[config.mk]
export PLATFORM = sky130hd
export DESIGN_NAME = op_dispatch
export DESIGN_NICKNAME = d
export VERILOG_FILES = /design/src/verilog/host_pkg.sv /design/src/verilog/op_dispatch.sv
export SDC_FILE = /design/constraint.sdc
export NUM_CORES = 1
export LEC_CHECK = 0
export BUFFER_PORTS_ARGS = -buffer_cell sky130_fd_sc_hd__buf_2
export CAP_MARGIN = 20
export CORE_MARGIN = 2
export CORE_UTILIZATION = 39
export DETAILED_ROUTE_END_ITERATION = 10
export PLACE_DENSITY = 0.67
export SLEW_MARGIN = 30
export SYNTH_ARGS = -nofsm -noshare
export SYNTH_HDL_FRONTEND = slang
export SYNTH_SLANG_ARGS = --single-unit
[constraint.sdc]
create_clock -name okClk -period 3.6 [get_ports okClk]
set_input_delay 0.54 -clock okClk [delete_from_list [all_inputs] [get_ports okClk]]
set_output_delay 0.54 -clock okClk [all_outputs]
set_load 0.01 [all_outputs]
[src/verilog/host_pkg.sv]
package host_pkg;

	//------------------------------
	// widths and sizes
	//------------------------------
	localparam int WORD_W = 32;          // host pipe word
	localparam int OP_TYPE_W = 3;
	localparam int COUNT_W = 7;          // holds 0..FIFO_DEPTH
	localparam int FIFO_DEPTH = 64;
	localparam int PTR_W = 6;            // log2 of FIFO_DEPTH
	localparam int BLOCK_SIZE = 16;      // words per host block
	localparam int BUFFER_HEADROOM = 4;  // slack for count latency

	// engine FIFO entry is {last, type, word}
	localparam int ENG_W = WORD_W + OP_TYPE_W + 1;

	//------------------------------
	// command word fields
	//------------------------------
	localparam int OP_TYPE_MSB = 31;
	localparam int OP_TYPE_LSB = 29;
	localparam int OP_NUM_MSB = 15;      // count sits in the low half

	typedef logic [WORD_W-1:0] word_t;
	typedef logic [OP_NUM_MSB:0] op_num_t;
	typedef logic [COUNT_W-1:0] fifo_count_t;

	// codes 5..7 are reserved and get dropped by dispatch
	typedef enum logic [OP_TYPE_W-1:0] {
		OP_NONE    = 3'd0,
		OP_CONV3X3 = 3'd1,
		OP_CONV1X1 = 3'd2,
		OP_MAXPOOL = 3'd3,
		OP_AVEPOOL = 3'd4
	} op_type_t;

endpackage

[src/verilog/op_dispatch.sv]
`timescale 1ns/10ps

module op_dispatch (
	input  logic               okClk,
	input  logic               rst,
	input  logic               op_en,
	input  logic               in_valid,
	input  host_pkg::word_t    in_data,
	output logic               in_ready,
	output logic               lb_valid,
	output host_pkg::word_t    lb_data,
	input  logic               lb_ready,
	output logic               eg_valid,
	output host_pkg::word_t    eg_data,
	output host_pkg::op_type_t eg_op_type,
	output logic               eg_last,
	input  logic               eg_ready
);
	import host_pkg::*;

	typedef enum logic {
		ST_CMD,
		ST_PAYLOAD
	} state_t;

	state_t   state;
	op_type_t cur_type;
	op_num_t  remain;              // payload words still to route

	op_type_t cmd_type;
	op_num_t  cmd_num;
	logic     cmd_ok;
	logic     lb_free;
	logic     eg_free;
	logic     take;
	logic     to_lb;
	logic     to_eg;
	logic     cmd_take;

	//------------------------------
	// decode and accept
	//------------------------------
	assign cmd_type = op_type_t'(in_data[OP_TYPE_MSB:OP_TYPE_LSB]);
	assign cmd_num = in_data[OP_NUM_MSB:0];
	assign cmd_ok = (in_data[OP_TYPE_MSB:OP_TYPE_LSB] <= OP_AVEPOOL) && (cmd_num != '0);

	// a slot can refill on the cycle it drains
	assign lb_free = !lb_valid || lb_ready;
	assign eg_free = !eg_valid || eg_ready;

	// command words need no slot and are always taken
	assign in_ready = !op_en ? lb_free : (state == ST_CMD) ? 1'b1 : eg_free;

	assign take = in_valid && in_ready;
	assign to_lb = take && !op_en;
	assign cmd_take = take && op_en && (state == ST_CMD);
	assign to_eg = take && op_en && (state == ST_PAYLOAD);

	//------------------------------
	// command FSM
	//------------------------------
	always_ff @(posedge okClk) begin
		if (rst) begin
			state <= ST_CMD;
			cur_type <= OP_NONE;
			remain <= '0;
		end else if (cmd_take) begin
			if (cmd_ok) begin                // bad commands leave us in ST_CMD
				state <= ST_PAYLOAD;
				cur_type <= cmd_type;
				remain <= cmd_num;
			end
		end else if (to_eg) begin
			remain <= remain - 1'b1;
			if (remain == op_num_t'(1)) begin
				state <= ST_CMD;             // last payload word routed
			end
		end
	end

	//------------------------------
	// output slots
	//------------------------------
	always_ff @(posedge okClk) begin
		if (rst) begin
			lb_valid <= 1'b0;
			eg_valid <= 1'b0;
		end else begin
			if (to_lb) begin
				lb_valid <= 1'b1;
			end else if (lb_ready) begin
				lb_valid <= 1'b0;
			end
			if (to_eg) begin
				eg_valid <= 1'b1;
			end else if (eg_ready) begin
				eg_valid <= 1'b0;
			end
		end
	end

	always_ff @(posedge okClk) begin
		if (to_lb) begin
			lb_data <= in_data;
		end
		if (to_eg) begin
			eg_data <= in_data;
			eg_op_type <= cur_type;          // tag with the active command
			eg_last <= (remain == op_num_t'(1));
		end
	end

endmodule

[Word level (Yosys, flattened, before mapping)]
Index checks and enable logic that the tools add are counted.
Operators by class
  $add $sub $neg: 1
  order comparisons: 1
  equal/unequal tests: 2
  bitwise operators: 1
  reductions and logical operators: 19
  multiplexer cells: 13
Operators with widths (number)
  $mux W16: 3
  $eq A16 B1 Y1 const B: 1
  $reduce_bool A16 Y1: 1
  $sub A16 B1 Y16 const B: 1
  $mux W1: 10
  $reduce_bool A2 Y1: 4
  $logic_and A1 B1 Y1: 6
  $reduce_and A2 Y1: 2
  $le A3 B3 Y1 const B: 1
  $logic_not A1 Y1: 3
  $reduce_and A3 Y1: 1
  $logic_or A1 B1 Y1: 2
  $ne A2 B2 Y1 const B: 1
  $not A1 Y1: 1
Storage, ports and cells
  register bits: 90
  input bits: 38

[Longest topological paths before layout]
Gate-level depths: netlist (run 1).
  depth after elaboration: 9
  mapped depth: 7

[Worst setup path after synthesis (run 1)]
Ideal clock, no wire load.
  kind: in2reg
  from: input eg_ready
  to: register remain[3]
  data required time: 3.530 ns
  setup slack: 0.211 ns
  stages: 6
  data arrival time: 3.318 ns
  cells stage by stage: nand2b_1 nor2b_1 a31oi_1 clkbuf_1 or2_2 a21oi_1
On the way
  longest elaborated chain between the ends: 8
RTL lines
  start: declaration: line op_dispatch.sv:17  | input logic eg_ready
  $logic_or A1 B1 Y1: line op_dispatch.sv:49  | assign eg_free = !eg_valid || eg_ready;
  $mux W1 (2 in a row): line op_dispatch.sv:52  | assign in_ready = !op_en ? lb_free : (state == ST_CMD) ? 1'b1 : eg_free;
  $logic_and A1 B1 Y1: line op_dispatch.sv:54  | assign take = in_valid && in_ready;
  $logic_and A1 B1 Y1 (2 in a row): line op_dispatch.sv:57  | assign to_eg = take && op_en && (state == ST_PAYLOAD);
  via to_eg: line op_dispatch.sv:37  | logic to_eg;
  $reduce_bool A2 Y1 (no line)
  $reduce_and A2 Y1 (no line)
  end signal: assignment: line op_dispatch.sv:71  | remain <= cmd_num;
  end signal: assignment: line op_dispatch.sv:74  | remain <= remain - 1'b1;
  end: declaration: line op_dispatch.sv:28  | op_num_t remain;
The timed path passes the listed nets, and every way through them passes these cells.
A chain may end at the register's enable or synchronous reset.

[Worst setup path after layout (run 1)]
  from: input in_data[14]
  to: register remain[13]
On the way
  longest elaborated chain between the ends: 4
RTL lines
  start: declaration: line op_dispatch.sv:8  | input host_pkg::word_t in_data,
  $reduce_bool A16 Y1: line op_dispatch.sv:45  | assign cmd_ok = (in_data[OP_TYPE_MSB:OP_TYPE_LSB] <= OP_AVEPOOL) && (cmd_num != '0);
  $logic_and A1 B1 Y1: line op_dispatch.sv:45
  $ne A2 B2 Y1 (no line)
  $reduce_and A2 Y1 (no line)
No other way between the ends.

==> impl_metrics.py, run 1 <==
metrics = {
    "clock_network": {
        "clkSinkCount": 90,
        "cts.clk_slew.worst_paths_ps": 90,
        "post_cts_buffers": 0,
        "cts_tree": "done",
        "ctsHoldBuffers": 0,
        "max-clock-path-buffers": 2,
        "clkLatencyLatePin_ps": 350,
        "cts_resized": 0,
        "cts_max_level": 3,
        "numCtsBuffers": 9,
        "cts_root_buffer": "clkbuf_8",
    },
    "sta": {
        "rsz0062_at_grt": "no",
        "relSlewSlack_pct": 56.9,
        "fin_crit_sh_pct": 64.9,
        "finClkSkew_ps": 5.95,
        "slew_viol_final": 0,
        "fin_tns_setup_ps": 0,
        "max_freq_ghz": 0.428,
        "setup_violations": 0,
        "finalCriticalPeriod_ps": 2340,
        "worst_hold_slack_ps": 372,
        "timing.final.hold_violations": 0,
        "worstMarginPinSlew_ps": 644,
    },
    "final_layout": {
        "final_nets": 396,
        "areaGrowthSynthToFinish_pct": 25.9,
        "mostFrequentLayoutCell": "buf_2",
        "fill_cells": 751,
        "drive_gt1_share_pct": 38.5,
        "layout_common_cells": "buf_2 (108), edfxtp_1 (68), a21oi_1 (23), dfxtp_1 (22), nor2_1 (17)",
        "diodes": 0,
    },
    "power": {
        "combPwrFrac_pct": 13.4,
        "power.switching_w": 0.000532,
        "powerDensity_mw_per_mm2": 483,
        "intPower_w": 0.00153,
        "vdd_drop_max_mv": 0.186,
        "switching_share_pct": 25.8,
        "cellLeakagePower_nw": 1.65,
        "p_seq_share_pct": 57.2,
        "pwr-share-clk_pct": 29.4,
    },
    "worst_setup_path": {
        "crit_buf_inv": 2,
        "crit_type": "input pin to flop",
        "cp_top_family": "compound AO/OA/AOI/OAI gates",
        "cp_slowest_cell": "a31oi_2",
        "critPathMaxFanout": 17,
        "r2r-start": "remain[0]",
        "reg2reg_slack_ps": 1480,
        "arrival_ps": 2610,
        "r2r_end": "remain[8]",
        "crit_end": "remain[13]",
        "end_kind": "flop",
        "cp-startpoint": "in_data[14]",
        "crit_chain": "buf_2 > nor4_1 > nand4_1 > a31oi_2 > buf_4 > o21ai_0 > a31oi_1",
        "slowest_delay_ps": 560,
        "cp.depth": 7,
        "critPathLaunchType": "input pin",
        "reg2reg_depth": 7,
        "worst_ep_required_time_ps": 3880,
    },
    "routing": {
        "via_per_inst": 5.03,
        "postRouteWirelength_mm": 6.88,
        "drtAntennaViolNets": 0,
        "drtIter0Drc": 142,
        "drc": 0,
        "first_pass_iters": 4,
        "vias": 2361,
        "wl_per_cell_um": 14.7,
    },
    "floorplan": {
        "num_rows": 34,
        "die_area_mm2": 0.00946,
        "dieHeight_um": 97.2,
        "io_pins": 109,
        "die_w_um": 97.2,
        "start_util_pct": 39.5,
        "core-area_mm2": 0.00859,
    },
    "yosys": {
        "syn_inst": 243,
        "ys_seq_elements": 90,
        "seq_area_frac_synth_pct": 73.2,
        "syn-num-nets": 283,
        "synth_edf_count": 68,
        "avgSynthCellArea_um2": 14.0,
        "syn_area_mm2": 0.00339,
        "synth.distinct_cells": 41,
        "async_flop_share_pct": 0,
        "ys_warn_count": 0,
        "ys.flop_type": "edfxtp_1",
    },
    "place": {
        "dp_hpwl_mm": 4.83,
        "gp_congestion": 0.802,
        "io_buffers": 108,
    },
    "global_route": {
        "grt_pass1_vias": 2185,
        "track_usage_pct": 14.7,
        "antenna_found_initial": 0,
        "grt_pass1_wl_mm": 11.1,
        "grt_max_degree": 40,
        "overflow": 0,
    },
    "min_path": {
        "whs_path_depth": 1,
        "min_path_type": "input pin to flop",
        "hp-start": "in_data[16]",
    },
    "job": {
        "maxCapViolCount": 0,
    },
    "run_status": {
        "status": "completed",
    },
}
worst reg2reg max path, delay by kind of cell, from the launching register on:
family,cells,cell delay [ps]
and+or+nand+nor,3,1090
AOI/OAI and AO/OA,2,300
adders and majority gates,1,210
DFF,1,360
buffers and inverters,1,90
flip-flops by register name, indices dropped and copies added (netlist names):
name	cells
cur_type	3
eg_data	32
eg_last	1
eg_op_type	3
eg_valid	1
lb_data	32
lb_valid	1
remain	16
state	1
power groups by stage:
stage | logic (W) | clock network (W) | registers, W
after floorplan | 0.000173 | 0 | 0.00121
after global placement | 0.000266 | 0 | 0.00120
after detailed placement | 0.000271 | 0 | 0.00120
after CTS | 0.000272 | 0.000630 | 0.00118
after global routing | 0.000309 | 0.000666 | 0.00118
final | 0.000276 | 0.000605 | 0.00118
worst min path at each step:
stage | endpoint | slack [ps]
floorplan | eg_op_type[0] | 410
global placement | eg_op_type[1] | 410
detailed placement | eg_op_type[1] | 420
CTS | eg_data[16] | 350
global route | lb_data[16] | 350
finish | eg_data[16] | 370
metrics by stage:
stage               utilization (%)  total power (W)  setup slack (ps)  cell area [um2]  cells
global route                   49.7          0.00216              1100             4270    469
finish                         49.7          0.00206              1260             4270    469
detailed placement             47.3          0.00147               951             4070    452
floorplan                         -          0.00139               211             3390    243
global placement               47.3          0.00147              1010             4070    452
CTS                            49.3          0.00208              1310             4240    468
synth_stat cells (all sizes together), types with 4 or more instances:
master / n / area, um2
o21ai: 12 / 60.1
nor4: 9 / 86.3
nor3: 6 / 30.0
edfxtp: 68 / 2040
nand3: 6 / 30.0
nor2: 17 / 63.8
dfxtp: 22 / 440
nand2: 14 / 52.6
a21oi: 24 / 124
nand3b: 4 / 30.0
a21o: 4 / 30.0
clkbuf: 9 / 33.8
nand2b: 6 / 37.5
layout make-up:
cell class	count	area, um2	area share [%]
flip-flops and latches	90	2480	58.2
clock inverters	7	51.3	1.20
well taps	108	135	3.17
multi-input cells	140	873	20.5
inverters	3	11.3	0.264
repair buffers	112	591	13.8
clock buffers	9	124	2.90
kinds of logic (layout without fill, tap and decap cells):
group	count (synthesis)	after routing	share of synthesized area [%]
buf+inv	13	131	1.66
compound gates	55	55	9.82
mux	3	3	0.886
simple gates	78	78	13.2
xor+xnor	2	2	0.517
flops	90	90	73.2
fa+ha+maj	2	2	0.738
metal layers:
layer	track usage, %	share of wire [%]	up-vias	wire length (um)
met5	0	0	-	0
met4	5.77	0.80	0	55
met3	4.60	8.8	5	606
met2	22.2	46	100	3190
met1	20.0	44	1105	3030
li1	-	-	1151	-
No activity file was read; power rests on OpenSTA's default activity.
==> run 2: changes to the inputs <==
--- a/config.mk
+++ b/config.mk
@@ -5,12 +5,13 @@
 export SDC_FILE = /design/constraint.sdc
 export NUM_CORES = 1
 export LEC_CHECK = 0
+export ABC_AREA = 1
 export BUFFER_PORTS_ARGS = -buffer_cell sky130_fd_sc_hd__buf_2
 export CAP_MARGIN = 20
 export CORE_MARGIN = 2
 export CORE_UTILIZATION = 39
 export DETAILED_ROUTE_END_ITERATION = 10
-export PLACE_DENSITY = 0.67
+export PLACE_DENSITY = 0.64
 export SLEW_MARGIN = 30
 export SYNTH_ARGS = -nofsm -noshare
 export SYNTH_HDL_FRONTEND = slang
==> constraint.sdc (replaced) <==
create_clock -name okClk -period 2.44 [get_ports okClk]
set_input_delay 0.366 -clock okClk [delete_from_list [all_inputs] [get_ports okClk]]
set_output_delay 0.366 -clock okClk [all_outputs]
set_load 0.01 [all_outputs]
==> run 2 against run 1 <==
Critical path depth shrank 2. Core utilization down 0.66 points. Largest cell class unchanged. Combinational power is 56% higher. Clock power rose by 69%. First-iteration DRC count down 1.4%. Design area rose by 5.1%. Power is 55% higher.
==> impl_metrics.py, run 2 <==
metrics = {
    "yosys": {
        "synth_area_leaders": "edfxtp_1 (56%), dfxtp_1 (12%), nand2_1 (5.8%)",
        "synthTopCellsByCount": "edfxtp_1 (68), nand2_1 (56), nor2_1 (54)",
        "syn-num-nets": 367,
        "seq_area_frac_synth_pct": 68.2,
        "synth_top_area_share_pct": 56.1,
        "synth.distinct_cells": 33,
        "ys_warn_count": 0,
        "ys_seq_elements": 90,
        "async_flop_share_pct": 0,
        "syn_area_mm2": 0.00364,
        "yosysMostFrequentCell": "edfxtp_1",
        "yosysTopAreaCell": "edfxtp_1",
        "synth_edf_count": 68,
        "avgSynthCellArea_um2": 11.1,
        "syn_inst": 327,
        "ys.flop_type": "edfxtp_1",
    },
    "clock_network": {
        "cts_tree": "done",
        "post_cts_buffers": 0,
        "numCtsBuffers": 9,
        "cts_max_level": 3,
        "clkSinkCount": 90,
        "clkLatencyLatePin_ps": 350,
        "max-clock-path-buffers": 2,
        "ctsHoldBuffers": 0,
        "cts_root_buffer": "clkbuf_8",
        "cts.clk_slew.worst_paths_ps": 90,
        "cts_resized": 0,
    },
    "floorplan": {
        "num_rows": 35,
        "die_area_mm2": 0.0101,
        "core-area_mm2": 0.00915,
        "start_util_pct": 39.7,
        "io_pins": 109,
        "die_w_um": 101,
        "dieHeight_um": 101,
    },
    "worst_setup_path": {
        "arrival_ps": 1290,
        "worst_ep_required_time_ps": 2070,
        "critPathMaxFanout": 3,
        "crit_type": "flop to primary output",
        "reg2reg_depth": 7,
        "r2r_end": "lb_data[6]",
        "critPathLaunchType": "flop",
        "cp-startpoint": "lb_valid",
        "end_kind": "primary output",
        "r2r-start": "lb_valid",
        "reg2reg_slack_ps": 860,
    },
    "sta": {
        "fin_tns_setup_ps": 0,
        "setup_violations": 0,
        "worstMarginPinSlew_ps": 532,
        "timing.final.hold_violations": 0,
        "rsz0062_at_grt": "no",
        "max_freq_ghz": 0.604,
        "relSlewSlack_pct": 64.5,
        "finalCriticalPeriod_ps": 1660,
        "worst_hold_slack_ps": 196,
        "finClkSkew_ps": 8.48,
        "slew_viol_final": 0,
        "fin_crit_sh_pct": 67.9,
    },
    "routing": {
        "via_per_inst": 4.71,
        "drtAntennaViolNets": 0,
        "drtIter0Drc": 140,
        "drc": 0,
        "vias": 2635,
        "wl_per_cell_um": 13.1,
        "first_pass_iters": 4,
        "postRouteWirelength_mm": 7.33,
    },
    "place": {
        "io_buffers": 108,
        "gp_congestion": 0.804,
        "dp_hpwl_mm": 5.22,
    },
    "final_layout": {
        "diodes": 0,
        "largestRegisters": "eg_data: 32 flops, lb_data: 32 flops, remain: 16 flops",
        "final_nets": 483,
        "layout_common_cells": "buf_2 (108), edfxtp_1 (68), nand2_1 (56), nor2_1 (54), inv_1 (31)",
        "drive_gt1_share_pct": 32.4,
        "areaGrowthSynthToFinish_pct": 23.3,
        "mostFrequentLayoutCell": "buf_2",
    },
    "min_path": {
        "min_path_type": "input pin to flop",
        "whs_path_depth": 1,
        "min_to": "eg_data[23]",
        "hp-start": "in_data[23]",
    },
    "job": {
        "maxCapViolCount": 0,
    },
    "global_route": {
        "grt_pass1_vias": 2571,
        "track_usage_pct": 15.2,
        "grt_max_degree": 34,
        "grt_pass1_wl_mm": 12.0,
        "overflow": 0,
        "antenna_found_initial": 0,
    },
    "power": {
        "fin_total_pwr_w": 0.00319,
        "vdd_drop_max_mv": 0.331,
        "powerDensity_mw_per_mm2": 711,
        "cellLeakagePower_nw": 1.89,
    },
    "run_status": {
        "status": "completed",
    },
}
run 2: cell types whose count changed after synthesis, sizes merged, moves of 4 or more:
cell | before | now
a21oi | 24 | 9
inv | 3 | 32
nor2 | 17 | 59
o21ai | 12 | 25
nor3 | 6 | 2
nand2 | 14 | 60
nand3 | 6 | 24
nor4 | 9 | 1
a21o | 4 | 0
nand2b | 6 | 0
buf | 1 | 7
clkbuf | 9 | 0
run 2: per-layer routing:
layer  share of wire, %  vias up  track usage, %
li1                   -     1336               -
met1                 46     1191            18.5
met2                 46       95            25.2
met3                6.1       13            4.65
met4                1.9        0            6.11
met5                  0        -               0
run 2: worst max path at each step:
stage,endpoint,depth (start not counted),slack [ps]
detailed placement,lb_data[24],7,670
global placement,lb_data[24],7,730
finish,in_ready,5,780
floorplan,lb_data[0],6,590
CTS,in_ready,5,760
global route,in_ready,5,670
run 2: stage by stage:
stage | area (um2) | worst slack [ps] | cells | util, %
2_1_floorplan | 3640 | 594 | 327 | -
3_5_place_dp | 4290 | 669 | 543 | 46.8
5_1_grt | 4490 | 674 | 559 | 49.0
4_1_cts | 4490 | 756 | 559 | 49.0
3_3_place_gp | 4290 | 733 | 543 | 46.8
6_report | 4490 | 784 | 559 | 49.0
run 2: area by class of cell:
cell class | count | area [um2]
clock inverters | 6 | 72.6
flip-flops and latches | 90 | 2480
repair buffers | 112 | 571
inverters | 33 | 125
multi-input cells | 197 | 968
clock buffers | 10 | 128
fillers | 839 | 4670
well taps | 111 | 139
run 2: where the power goes:
part | leakage, nW | total [W] | switching [W] | internal (W)
logic | 0.983 | 0.000430 | 0.000274 | 0.000156
clock network | 0.0979 | 0.00102 | 0.000532 | 0.000487
registers | 0.807 | 0.00174 | 0.0000328 | 0.00171
run 2: cells by family (layout without fill, tap and decap cells):
kind of cell | count (synthesis) | in the layout | synth area share, %
and+or+nand+nor | 155 | 155 | 20.1
adders and majority gates | 2 | 2 | 0.688
AOI/OAI and AO/OA | 38 | 38 | 5.40
DFF | 90 | 90 | 68.2
xor gates and xnor gates | 2 | 2 | 0.482
buffers and inverters | 40 | 161 | 5.13
run 2: worst max-delay path, cell delays in order, from the launching register on:
cell and delay (ps):
dfxtp_1 340, inv_1 40, nor2_1 140, nand2_1 130, o21a_1 160, buf_2 140
==> run 3: changes to the inputs <==
--- a/config.mk
+++ b/config.mk
@@ -11,7 +11,7 @@
 export CORE_MARGIN = 2
 export CORE_UTILIZATION = 39
 export DETAILED_ROUTE_END_ITERATION = 10
-export PLACE_DENSITY = 0.64
+export PLACE_DENSITY = 0.67
 export SLEW_MARGIN = 30
 export SYNTH_ARGS = -nofsm -noshare
 export SYNTH_HDL_FRONTEND = slang
==> constraint.sdc (replaced) <==
create_clock -name okClk -period 1.4 [get_ports okClk]
set_input_delay 0.21 -clock okClk [delete_from_list [all_inputs] [get_ports okClk]]
set_output_delay 0.21 -clock okClk [all_outputs]
set_load 0.01 [all_outputs]
==> run 3 against run 2 <==
The flow now finishes with violations (negative setup slack). Highest routed layer unchanged. Sequential power up 75%. Core utilization up 6.3 points. Clock-buffer cell count unchanged. Critical path type unchanged. First-iteration DRC count up 1.4%. Cell count up 8.1%.
==> impl_metrics.py, run 3 (same netlist as run 2, synthesis figures left out) <==
metrics = {
    "run_status": {
        "status": "complete, but fails checks",
        "violations": "negative setup slack",
    },
    "sta": {
        "finalWorstSetupSlack_ps": -45.1,
        "worstMarginPinSlew_ps": 248,
        "fin_crit_sh_pct": 103,
        "worst_hold_slack_ps": 45.1,
        "fin_tns_setup_ps": -902,
        "finClkSkew_ps": 9.13,
        "timing.final.hold_violations": 0,
        "setup_violations": 57,
        "rsz0062_at_grt": "yes",
        "finalCriticalPeriod_ps": 1450,
        "max_freq_ghz": 0.692,
        "relSlewSlack_pct": 83.3,
        "slew_viol_final": 0,
    },
    "clock_network": {
        "cts.clk_slew.worst_paths_ps": 90,
        "max-clock-path-buffers": 2,
        "ctsHoldBuffers": 0,
        "clkLatencyLatePin_ps": 350,
        "cts_tree": "done",
        "clkSinkCount": 90,
        "cts_root_buffer": "clkbuf_8",
        "cts_max_level": 3,
        "numCtsBuffers": 9,
    },
    "global_route": {
        "grt_pass1_wl_mm": 12.3,
        "grt_pass1_vias": 2732,
        "grt.busiest_layer": "met2",
        "met1_usage_pct": 19.8,
        "grt_use_met2_pct": 25.7,
        "track_usage_pct": 15.8,
        "overflow": 0,
        "antenna_found_initial": 0,
        "grtUsageMet3_pct": 4.85,
        "grt_max_degree": 27,
    },
    "power": {
        "p_seq_share_pct": 55.0,
        "combPwrFrac_pct": 17.8,
        "cellLeakagePower_nw": 2.15,
        "switching_share_pct": 27.0,
        "pwr-share-clk_pct": 27.1,
        "power.switching_w": 0.00150,
        "powerDensity_mw_per_mm2": 1090,
        "intPower_w": 0.00405,
        "vdd_drop_max_mv": 0.447,
    },
    "worst_setup_path": {
        "critPathLaunchType": "flop",
        "crit_type": "flop to primary output",
        "critPathMaxFanout": 3,
        "worst_ep_required_time_ps": 1190,
        "end_kind": "primary output",
        "arrival_ps": 1240,
    },
    "min_path": {
        "min_path_type": "input pin to flop",
    },
    "floorplan": {
        "die_w_um": 101,
        "core-area_mm2": 0.00915,
        "die_area_mm2": 0.0101,
        "num_rows": 35,
        "io_pins": 109,
        "start_util_pct": 39.7,
        "dieHeight_um": 101,
    },
    "final_layout": {
        "areaGrowthSynthToFinish_pct": 39.3,
        "mostFrequentLayoutCell": "buf_2",
        "post-route-util_pct": 55.4,
        "largestRegisters": "eg_data: 32 flops, lb_data: 32 flops, remain: 16 flops",
        "drive_gt1_share_pct": 44.2,
        "final_nets": 528,
        "layout_common_cells": "buf_2 (107), edfxtp_1 (68), nand2_1 (55), nor2_1 (46), buf_4 (35)",
        "diodes": 0,
        "final_cell_count_no_fill": 604,
    },
    "place": {
        "io_buffers": 108,
        "dp_hpwl_mm": 5.68,
        "placed_cells": 575,
        "gp_congestion": 0.865,
    },
    "routing": {
        "vias": 2884,
        "wl_per_cell_um": 14.0,
        "first_pass_iters": 4,
        "drtAntennaViolNets": 0,
        "postRouteWirelength_mm": 8.44,
        "via_per_inst": 4.77,
        "drtIter0Drc": 142,
        "drc": 0,
    },
    "job": {
        "maxCapViolCount": 0,
    },
}
run 3: final cells by class:
type | instances | area, um2
Clock buffer | 10 | 128
Tap cell | 111 | 139
Fill cell | 773 | 4090
Timing Repair Buffer | 155 | 1020
Inverter | 33 | 138
Sequential cell | 90 | 2500
Clock inverter | 6 | 33.8
Multi-Input combinational cell | 199 | 1100
run 3: per-stage QoR:
step	total power (W)	area [um2]	worst slack (ps)
floorplan	0.00361	3650	-297
global placement	0.00395	4580	-1.23
detailed placement	0.00397	4580	-28.8
CTS	0.00546	4770	-54.5
global route	0.00583	5070	-116
finish	0.00554	5070	-45.1
run 3: repair_timing:
item | CTS | global route
pin swaps | 3 | 15
buffers inserted | 3 | 5
gates cloned | 0 | 5
resized for setup | 5 | 58
endpoints found under the setup margin | 35 | 87
run 3: metal layers:
layer	share of wire [%]	routed length (um)
met4	1.5	125
met1	44	3690
met5	0	0
met3	5.7	479
met2	49	4140
run 3: critical path, stage by stage (launching register included):
cell and delay (ps):
dfxtp_2 340, inv_2 40, nor2_2 90, inv_2 40
o21a_1 230, buf_6 140
run 3: power by group through the flow:
stage	clock (W)	sequential [W]	combinational [W]
3_5_place_dp	0	0.00309	0.000877
5_1_grt	0.00166	0.00306	0.00110
6_report	0.00150	0.00305	0.000989
2_1_floorplan	0	0.00312	0.000496
3_3_place_gp	0	0.00309	0.000862
4_1_cts	0.00154	0.00303	0.000886
run 3: final timing paths:
check,startpoint,end,slack [ps],depth (start not counted)
worst max-delay path,eg_valid,in_ready,-50,5
worst min-delay path,in_data[26],eg_data[26],50,1
worst max register to register,eg_valid,eg_data[4],-30,8
worst min register to register,cur_type[0],eg_op_type[0],440,0
